## src/aznable_pkg.sv

```systemverilog
package aznable_pkg;

	// Raster geometry in pixels and lines
	localparam int COUNT_W = 9;
	localparam int PIXEL_DIV = 4;
	localparam int DIV_W = $clog2(PIXEL_DIV);
	localparam logic [COUNT_W-1:0] H_VISIBLE = 9'd320;
	localparam logic [COUNT_W-1:0] H_TOTAL = 9'd384;
	localparam logic [COUNT_W-1:0] HS_START = 9'd336;
	localparam logic [COUNT_W-1:0] HS_END = 9'd368;
	localparam logic [COUNT_W-1:0] V_VISIBLE = 9'd240;
	localparam logic [COUNT_W-1:0] V_TOTAL = 9'd262;
	localparam logic [COUNT_W-1:0] VS_START = 9'd244;
	localparam logic [COUNT_W-1:0] VS_END = 9'd247;

	// System bus
	localparam int ADDR_W = 16;
	localparam int DATA_W = 8;

	// Memory map
	localparam logic [ADDR_W-1:0] ADDR_STATUS = 16'h8000;
	localparam logic [ADDR_W-1:0] ADDR_TIMER = 16'h80C0;
	localparam logic [ADDR_W-1:0] ADDR_JOY = 16'h8100;
	localparam logic [ADDR_W-1:0] ADDR_STAR = 16'h8500;
	localparam logic [ADDR_W-1:0] ADDR_PAUSE = 16'h8530;
	localparam logic [ADDR_W-1:0] ADDR_MENU = 16'h8531;
	localparam int JOY_BYTES = 24;
	localparam int JOY_IDX_W = $clog2(JOY_BYTES);
	localparam int STAR_STRIDE = 'h10;

	// Millisecond timer at 24 MHz
	localparam int MS_PRESCALE = 24000;
	localparam int PRESCALE_W = $clog2(MS_PRESCALE);
	localparam int TIMER_W = 16;

	// Starfield layers, index 0 has the highest priority
	localparam int STAR_LAYERS = 3;
	localparam int LFSR_W = 22;
	localparam logic [LFSR_W-1:0] STAR_SEED [STAR_LAYERS] = '{
		22'h1FFFFF, 22'h1FFFF0, 22'h1FFF00
	};
	localparam logic [LFSR_W-1:0] STAR_TAPS [STAR_LAYERS] = '{
		22'h300000, 22'h150000, 22'h140000
	};
	// A star shows where every masked bit is set
	localparam logic [LFSR_W-1:0] STAR_MASK [STAR_LAYERS] = '{
		22'h03C3C3, 22'h01E1E1, 22'h01E1E1
	};
	localparam logic [7:0] STAR_CAP [STAR_LAYERS] = '{8'hFF, 8'h7F, 8'h3F};

endpackage

```

## src/video_timing.sv

```systemverilog
`timescale 1ns/100ps

module video_timing (
	input logic clk_24,
	input logic rst_n,
	output logic pix_en,
	output logic [aznable_pkg::COUNT_W-1:0] hcnt,
	output logic [aznable_pkg::COUNT_W-1:0] vcnt,
	output logic hblank,
	output logic vblank,
	output logic hsync,
	output logic vsync
);
	import aznable_pkg::*;

	logic [DIV_W-1:0] div_cnt;
	logic line_end;

	// One pixel every PIXEL_DIV clocks
	always_ff @(posedge clk_24 or negedge rst_n)
	begin
		if (!rst_n)
		begin
			div_cnt <= '0;
		end
		else if (pix_en)
		begin
			div_cnt <= '0;
		end
		else
		begin
			div_cnt <= div_cnt + 1'b1;
		end
	end

	assign pix_en = div_cnt == DIV_W'(PIXEL_DIV - 1);
	assign line_end = hcnt == H_TOTAL - 1'b1;

	always_ff @(posedge clk_24 or negedge rst_n)
	begin
		if (!rst_n)
		begin
			hcnt <= '0;
			vcnt <= '0;
		end
		else if (pix_en)
		begin
			if (line_end)
			begin
				hcnt <= '0;
				// Wrap to the top line after the last one
				if (vcnt == V_TOTAL - 1'b1)
				begin
					vcnt <= '0;
				end
				else
				begin
					vcnt <= vcnt + 1'b1;
				end
			end
			else
			begin
				hcnt <= hcnt + 1'b1;
			end
		end
	end

	// Blanking and active high sync from the counters
	assign hblank = hcnt >= H_VISIBLE;
	assign vblank = vcnt >= V_VISIBLE;
	assign hsync = (hcnt >= HS_START) && (hcnt < HS_END);
	assign vsync = (vcnt >= VS_START) && (vcnt < VS_END);

endmodule

```

## src/system_regs.sv

```systemverilog
`timescale 1ns/100ps

module system_regs (
	input logic clk_24,
	input logic rst_n,
	input logic wb_cyc,
	input logic wb_stb,
	input logic wb_we,
	input logic [aznable_pkg::ADDR_W-1:0] wb_adr,
	input logic [aznable_pkg::DATA_W-1:0] wb_dat_w,
	output logic [aznable_pkg::DATA_W-1:0] wb_dat_r,
	output logic wb_ack,
	input logic pause,
	input logic menu,
	input logic [8*aznable_pkg::JOY_BYTES-1:0] joystick,
	input logic hsync,
	input logic vsync,
	input logic hblank,
	input logic vblank,
	output logic system_pause,
	output logic star_wr,
	output logic [1:0] star_layer,
	output logic [aznable_pkg::DATA_W-1:0] star_data
);
	import aznable_pkg::*;

	logic bus_req;
	logic bus_wr;
	logic status_cs;
	logic timer_cs;
	logic joy_cs;
	logic star_cs;
	logic pause_cs;
	logic menu_cs;
	logic [ADDR_W-1:0] joy_off;
	logic [ADDR_W-1:0] star_off;
	logic [ADDR_W-1:0] star_idx;
	logic [DATA_W-1:0] rd_data;
	logic [PRESCALE_W-1:0] prescale;
	logic [TIMER_W-1:0] ms_timer;
	logic pause_trig;
	logic menu_trig;

	// A new request; the ack cycle itself is never taken as one
	assign bus_req = wb_cyc & wb_stb & ~wb_ack;
	assign bus_wr = bus_req & wb_we;

	// Address decode, offsets wrap so one compare covers each window
	assign joy_off = wb_adr - ADDR_JOY;
	assign star_off = wb_adr - ADDR_STAR;
	assign star_idx = star_off / ADDR_W'(STAR_STRIDE);
	assign status_cs = wb_adr == ADDR_STATUS;
	assign timer_cs = (wb_adr == ADDR_TIMER) || (wb_adr == ADDR_TIMER + 1'b1);
	assign joy_cs = joy_off < ADDR_W'(JOY_BYTES);
	assign star_cs = star_off < ADDR_W'(STAR_LAYERS * STAR_STRIDE);
	assign pause_cs = wb_adr == ADDR_PAUSE;
	assign menu_cs = wb_adr == ADDR_MENU;

	always_comb
	begin
		rd_data = '0;
		if (status_cs)
			rd_data = {hsync, vsync, hblank, vblank, 2'b10, menu, 1'b0};
		else if (timer_cs)
			rd_data = wb_adr[0] ? ms_timer[DATA_W +: DATA_W] : ms_timer[0 +: DATA_W];
		else if (joy_cs)
			rd_data = joystick[{joy_off[JOY_IDX_W-1:0], 3'b000} +: DATA_W];
		else if (menu_cs)
			rd_data = {DATA_W{menu_trig}};
	end

	// Single cycle ack, one clock after the request is seen
	always_ff @(posedge clk_24 or negedge rst_n)
	begin
		if (!rst_n)
			wb_ack <= 1'b0;
		else
			wb_ack <= bus_req;
	end

	always_ff @(posedge clk_24)
	begin
		if (bus_req)
			wb_dat_r <= rd_data;
	end

	// Millisecond timer, restarted by a write to either byte
	always_ff @(posedge clk_24 or negedge rst_n)
	begin
		if (!rst_n)
		begin
			prescale <= '0;
			ms_timer <= '0;
		end
		else if (bus_wr && timer_cs)
		begin
			prescale <= '0;
			ms_timer <= '0;
		end
		else if (prescale == PRESCALE_W'(MS_PRESCALE - 1))
		begin
			prescale <= '0;
			ms_timer <= ms_timer + 1'b1;
		end
		else
		begin
			prescale <= prescale + 1'b1;
		end
	end

	// Pause input wins over a write; a write wins over the menu input
	always_ff @(posedge clk_24 or negedge rst_n)
	begin
		if (!rst_n)
		begin
			pause_trig <= 1'b0;
			menu_trig <= 1'b0;
		end
		else
		begin
			if (pause)
				pause_trig <= 1'b0;
			else if (bus_wr && pause_cs)
				pause_trig <= 1'b1;
			if (bus_wr && menu_cs)
				menu_trig <= 1'b0;
			else if (menu)
				menu_trig <= 1'b1;
		end
	end

	assign system_pause = pause | pause_trig;

	assign star_wr = bus_wr & star_cs;
	assign star_layer = star_idx[1:0];
	assign star_data = wb_dat_w;

endmodule

```

## src/starfield_config.sv

```systemverilog
`timescale 1ns/100ps

module starfield_config (
	input logic clk_24,
	input logic rst_n,
	input logic star_wr,
	input logic [1:0] star_layer,
	input logic [aznable_pkg::DATA_W-1:0] star_data,
	input logic pix_en,
	input logic hblank,
	input logic vblank,
	input logic system_pause,
	output logic [aznable_pkg::STAR_LAYERS-1:0] layer_en,
	output logic restart,
	output logic advance
);
	import aznable_pkg::*;

	logic vblank_q;

	// Bit 0 of any byte in a layer window enables that layer
	always_ff @(posedge clk_24 or negedge rst_n)
	begin
		if (!rst_n)
		begin
			layer_en <= '0;
		end
		else
		begin
			for (int i = 0; i < STAR_LAYERS; i++)
			begin
				if (star_wr && star_layer == 2'(i))
					layer_en[i] <= star_data[0];
			end
		end
	end

	// Reseed all layers once per frame at the start of vblank
	always_ff @(posedge clk_24 or negedge rst_n)
	begin
		if (!rst_n)
		begin
			vblank_q <= 1'b0;
			restart <= 1'b0;
		end
		else
		begin
			vblank_q <= vblank;
			restart <= vblank & ~vblank_q;
		end
	end

	// Step only on visible pixels, and freeze while paused
	assign advance = pix_en & ~hblank & ~vblank & ~system_pause;

endmodule

```

## src/starfield_layer.sv

```systemverilog
`timescale 1ns/100ps

module starfield_layer #(
	parameter int LAYER = 0
) (
	input logic clk_24,
	input logic rst_n,
	input logic enable,
	input logic restart,
	input logic advance,
	output logic star_on,
	output logic [7:0] star_bright
);
	import aznable_pkg::*;

	logic [LFSR_W-1:0] lfsr;
	logic feedback;
	logic star_hit;

	// Fibonacci feedback from the tapped bits
	assign feedback = ^(lfsr & STAR_TAPS[LAYER]);
	assign star_hit = (lfsr & STAR_MASK[LAYER]) == STAR_MASK[LAYER];

	always_ff @(posedge clk_24 or negedge rst_n)
	begin
		if (!rst_n)
		begin
			lfsr <= '0;
			star_on <= 1'b0;
			star_bright <= '0;
		end
		else if (restart)
		begin
			// Same seed every frame keeps the field in place
			lfsr <= STAR_SEED[LAYER];
			star_on <= 1'b0;
		end
		else if (advance)
		begin
			lfsr <= {lfsr[LFSR_W-2:0], feedback};
			star_on <= enable & star_hit;
			star_bright <= lfsr[7:0];
		end
	end

endmodule

```

## src/layer_mixer.sv

```systemverilog
`timescale 1ns/100ps

module layer_mixer (
	input logic [aznable_pkg::STAR_LAYERS-1:0] star_on,
	input logic [aznable_pkg::STAR_LAYERS*8-1:0] star_bright,
	input logic hblank,
	input logic vblank,
	output logic [7:0] vga_r,
	output logic [7:0] vga_g,
	output logic [7:0] vga_b
);
	import aznable_pkg::*;

	logic [7:0] grey;

	always_comb
	begin
		grey = '0;
		// Walk from the back so the lowest layer with a star wins
		for (int i = STAR_LAYERS - 1; i >= 0; i--)
		begin
			if (star_on[i])
				grey = star_bright[i*8 +: 8] & STAR_CAP[i];
		end
		if (hblank || vblank)
			grey = '0;
	end

	// Stars are white, so all channels carry the same level
	assign vga_r = grey;
	assign vga_g = grey;
	assign vga_b = grey;

endmodule

```

## src/aznable_top.sv

```systemverilog
`timescale 1ns/100ps

module aznable_top (
	input logic clk_24,
	input logic rst_n,
	input logic pause,
	input logic menu,
	input logic [8*aznable_pkg::JOY_BYTES-1:0] joystick,
	input logic wb_cyc,
	input logic wb_stb,
	input logic wb_we,
	input logic [aznable_pkg::ADDR_W-1:0] wb_adr,
	input logic [aznable_pkg::DATA_W-1:0] wb_dat_w,
	output logic [aznable_pkg::DATA_W-1:0] wb_dat_r,
	output logic wb_ack,
	output logic system_pause,
	output logic vga_hs,
	output logic vga_vs,
	output logic vga_hb,
	output logic vga_vb,
	output logic [7:0] vga_r,
	output logic [7:0] vga_g,
	output logic [7:0] vga_b
);
	import aznable_pkg::*;

	logic pix_en;
	logic star_wr;
	logic [1:0] star_layer;
	logic [DATA_W-1:0] star_data;
	logic [STAR_LAYERS-1:0] layer_en;
	logic restart;
	logic advance;
	logic [STAR_LAYERS-1:0] star_on;
	logic [STAR_LAYERS*8-1:0] star_bright;

	// Counters stay inside, only the flags leave the timer
	video_timing i_timing (
		.clk_24(clk_24),
		.rst_n(rst_n),
		.pix_en(pix_en),
		.hcnt(),
		.vcnt(),
		.hblank(vga_hb),
		.vblank(vga_vb),
		.hsync(vga_hs),
		.vsync(vga_vs)
	);

	system_regs i_regs (
		.clk_24(clk_24),
		.rst_n(rst_n),
		.wb_cyc(wb_cyc),
		.wb_stb(wb_stb),
		.wb_we(wb_we),
		.wb_adr(wb_adr),
		.wb_dat_w(wb_dat_w),
		.wb_dat_r(wb_dat_r),
		.wb_ack(wb_ack),
		.pause(pause),
		.menu(menu),
		.joystick(joystick),
		.hsync(vga_hs),
		.vsync(vga_vs),
		.hblank(vga_hb),
		.vblank(vga_vb),
		.system_pause(system_pause),
		.star_wr(star_wr),
		.star_layer(star_layer),
		.star_data(star_data)
	);

	starfield_config i_config (
		.clk_24(clk_24),
		.rst_n(rst_n),
		.star_wr(star_wr),
		.star_layer(star_layer),
		.star_data(star_data),
		.pix_en(pix_en),
		.hblank(vga_hb),
		.vblank(vga_vb),
		.system_pause(system_pause),
		.layer_en(layer_en),
		.restart(restart),
		.advance(advance)
	);

	for (genvar g = 0; g < STAR_LAYERS; g++)
	begin : g_layer
		starfield_layer #(
			.LAYER(g)
		) i_layer (
			.clk_24(clk_24),
			.rst_n(rst_n),
			.enable(layer_en[g]),
			.restart(restart),
			.advance(advance),
			.star_on(star_on[g]),
			.star_bright(star_bright[g*8 +: 8])
		);
	end

	layer_mixer i_mixer (
		.star_on(star_on),
		.star_bright(star_bright),
		.hblank(vga_hb),
		.vblank(vga_vb),
		.vga_r(vga_r),
		.vga_g(vga_g),
		.vga_b(vga_b)
	);

endmodule

```

## config.mk

```make
export PLATFORM = sky130hd
export DESIGN_NAME = aznable_top
export DESIGN_NICKNAME = d
export VERILOG_FILES = /design/src/aznable_pkg.sv /design/src/video_timing.sv /design/src/system_regs.sv /design/src/starfield_config.sv /design/src/starfield_layer.sv /design/src/layer_mixer.sv /design/src/aznable_top.sv
export SDC_FILE = /design/constraint.sdc
export NUM_CORES = 1
export LEC_CHECK = 0
export ABC_AREA = 1
export BUFFER_PORTS_ARGS = -buffer_cell sky130_fd_sc_hd__buf_2
export CAP_MARGIN = 10
export CORE_MARGIN = 8
export CORE_UTILIZATION = 54
export CTS_CLUSTER_DIAMETER = 30
export CTS_CLUSTER_SIZE = 14
export DETAILED_ROUTE_END_ITERATION = 10
export GPL_ROUTABILITY_DRIVEN = 0
export PLACE_DENSITY = 0.8
export SLEW_MARGIN = 40
export SYNTH_ARGS = -nofsm -noshare
export SYNTH_HDL_FRONTEND = slang
export SYNTH_HIERARCHICAL = 1
export SYNTH_SLANG_ARGS = --single-unit
```

## constraint.sdc

```tcl
create_clock -name clk_24 -period 3.11 [get_ports clk_24]
set_clock_uncertainty 0.1 [all_clocks]
set_input_delay 0.622 -clock clk_24 [delete_from_list [all_inputs] [get_ports clk_24]]
set_output_delay 0.622 -clock clk_24 [all_outputs]
set_load 0.005 [all_outputs]
```

==> impl_results.md <==
* Die height at around 150 um
* Outcome: finished, final reports clean
* Crit-path cells: nand2_1 > nor2_1 > inv_1 > nand2_1 > nor2_2 > o21ai_0 > nor2_1 > buf_2
* Via/cell ratio at approximately 5.3
* Vias in the first global route at 9,393
* H-tree lvl count at 4
* Net count after synthesis at ~1,700
* Routed vias at about 10,000
* Initial Util at roughly 55%
* Final Cycle Share at 92.49%
* LEAKAGE at 6.428 nW
* CTS tree: done
* Setup Buffers After CTS at 0
* Max-slew violations at 0
* CP endpoint kind: output port
* Setup TNS at 0 ns
* Layout cells sized above 1 at a little under a quarter
* Clk slew on worst S/H paths at approximately 0.06 ns
* Flip-flop and latch area at 0.003919 mm2
* Root buffer cell: clkbuf_16
* Clk_lat worst skew at roughly 0.42 ns
* All-Layer GR Usage at 25.10%
* Maximum vdd drop at about 0.00040 V
* Final core utilization at between 60% and 70%
* Worst setup SP type: register
* Worst-path fanout max at 8
* Max Buffers Root-to-Sink at 2
* Post-cts sizing count at 0
* Crit-path slowest cell: dfrtp_1
* Avg Cell Area, Syn at around 7 um2
* Delay-heaviest family, CP: simple AND/OR/NAND/NOR gates
* Ports at between 200 and 300
* Iter 0 DRT Violations at slightly above 800
* 1st-pass router iterations at 5
* Worst path depth at 8
* Clock Sinks at 155
* DPL Wire Length at between 20 and 25 mm
* # DRC at 0
* Total grt overflow at 0
* Die X-Extent at ~150 um
* Hold Crit Class: input pin to asynchronous set/reset pin
* Pwr per Cell Area at ~420 mW/mm2
* Maxcap violations at 0
* Maximum clock rate at ~350 MHz
* Footprint of the multi-input gates at 0.004781 mm2
* TritonCTS Buffers at 17
* Post-Syn Instances at ~1,400
* Critical path type: register to output port
* Worst EP required at between 2 and 2.5 ns
* Die footprint at roughly 0.023 mm2
* Fillcell total at 1,604
* RSZ-0062 raised after global routing: false
* Final Hold Viols at 0
* Minimum clock period at 2.876 ns
* Slew headroom at between 50% and 60%
* Synth-to-Final Area Change at 18.11%
* Biggest cell delay along the critical path at about 0.44 ns
* Total Wirelength at 28.55 mm
* Core Box Area at roughly 0.018 mm2
* Post-Syn Area at 0.009951 mm2
* Worst Max-Slew Pin Slew at 0.6984 ns
* Remaining antenna violation count at 0
* Layout Nets at roughly 1,900
* Initial antenna violation count at 3
* Largest net degree at the start of global routing at between 80 and 90
* First-pass GRT wire length at around 46 mm
* Yosys Warn Count at 6
* CP Data Arrival Time at ~2.2 ns
* R2R depth at 13
* Hold buffers post-CTS at 0
* Wire per inst at around 15 um
* Crit path buf inv count at 2
* Port Buffer Count at approximately 250
* Row count at 49
* Final setup viols at 0
[worst paths after layout]
check | from | to | slack (ns)
max | i_timing/vcnt[5] | vga_r[1] | 0.23
min | rst_n | g_layer[0].i_layer/lfsr[6] | 0.09
max reg2reg | i_timing/vcnt[5] | g_layer[1].i_layer/lfsr[7] | 0.61
min reg2reg | i_config/vblank_q | i_config/restart | 0.29
max in group asynchronous | rst_n | g_layer[2].i_layer/star_on | 2.12
min in group clk_24 | i_config/vblank_q | i_config/restart | 0.29
[placed cells by master, fill, tap and decap left out, types with 9 or more instances in the layout]
master	n
nor2_2	29
nand3_1	101
o21ai_1	12
buf_2	252
nand4_1	16
nand2_1	478
o21ai_0	57
o211ai_1	9
buf_4	15
nor2_1	146
a21oi_1	41
a22oi_1	34
inv_1	174
nor3_1	15
clkbuf_16	17
dfrtp_1	147
inv_2	13
[registers in the layout, indices dropped and copies added (netlist names), 2 cells and up]
register,count
i_config/layer_en,3
g_layer.i_layer/lfsr,64
i_regs/prescale,15
i_timing/hcnt,9
i_regs/wb_dat_r,8
g_layer.i_layer/star_on,3
g_layer.i_layer/star_bright,21
i_regs/ms_timer,16
i_timing/div_cnt,2
i_timing/vcnt,9
[routing by layer]
metal	track usage, %	part of all wire [%]	vias to the layer above	wire length [um]
li1	-	-	4928	-
met1	34.09	43	4596	12330
met2	39.25	46	391	13240
met3	5.702	8.3	58	2370
met4	7.594	2.0	4	584
met5	0	0.067	-	19
[final cells by class]
class / instances / area share, %
Clock buffer: 21 / 4.003
Tap cell: 229 / 2.438
Timing Repair Buffer: 271 / 12.30
Inverter: 194 / 6.239
Clock inverter: 10 / 0.9795
Sequential cell: 155 / 33.34
Multi-Input combinational cell: 1009 / 40.68
Antenna cell: 1 / 0.02129
[worst register-to-register path, delay by kind of cell, from the launching register on]
kind	cells	cell delay [ns]
simple gates	8	1.12
buf+inv	5	0.71
flops	1	0.44
[report_power, final]
group          internal (W)  leakage [nW]  switching, W
registers           0.00214          1.83     0.0000688
clock network       0.00124         0.290      0.000795
logic              0.000274          4.31      0.000385
total               0.00366          6.43       0.00125
[per-stage QoR]
step,setup slack [ns],instances,hold WS [ns],power (W),cell area (um2)
final,0.2336,1890,0.08790,0.004906,11750
after global routing,0.09234,1889,0.1208,0.005126,11750
after CTS,0.2354,1889,0.08668,0.004945,11740
after detailed placement,0.5488,1858,0.2876,0.002897,11160
after global placement,0.5613,1858,0.2819,0.002877,11160
after floorplan,0.3596,1427,0.2264,0.002613,9951
Note: power is estimated with default switching activity, not from simulation.
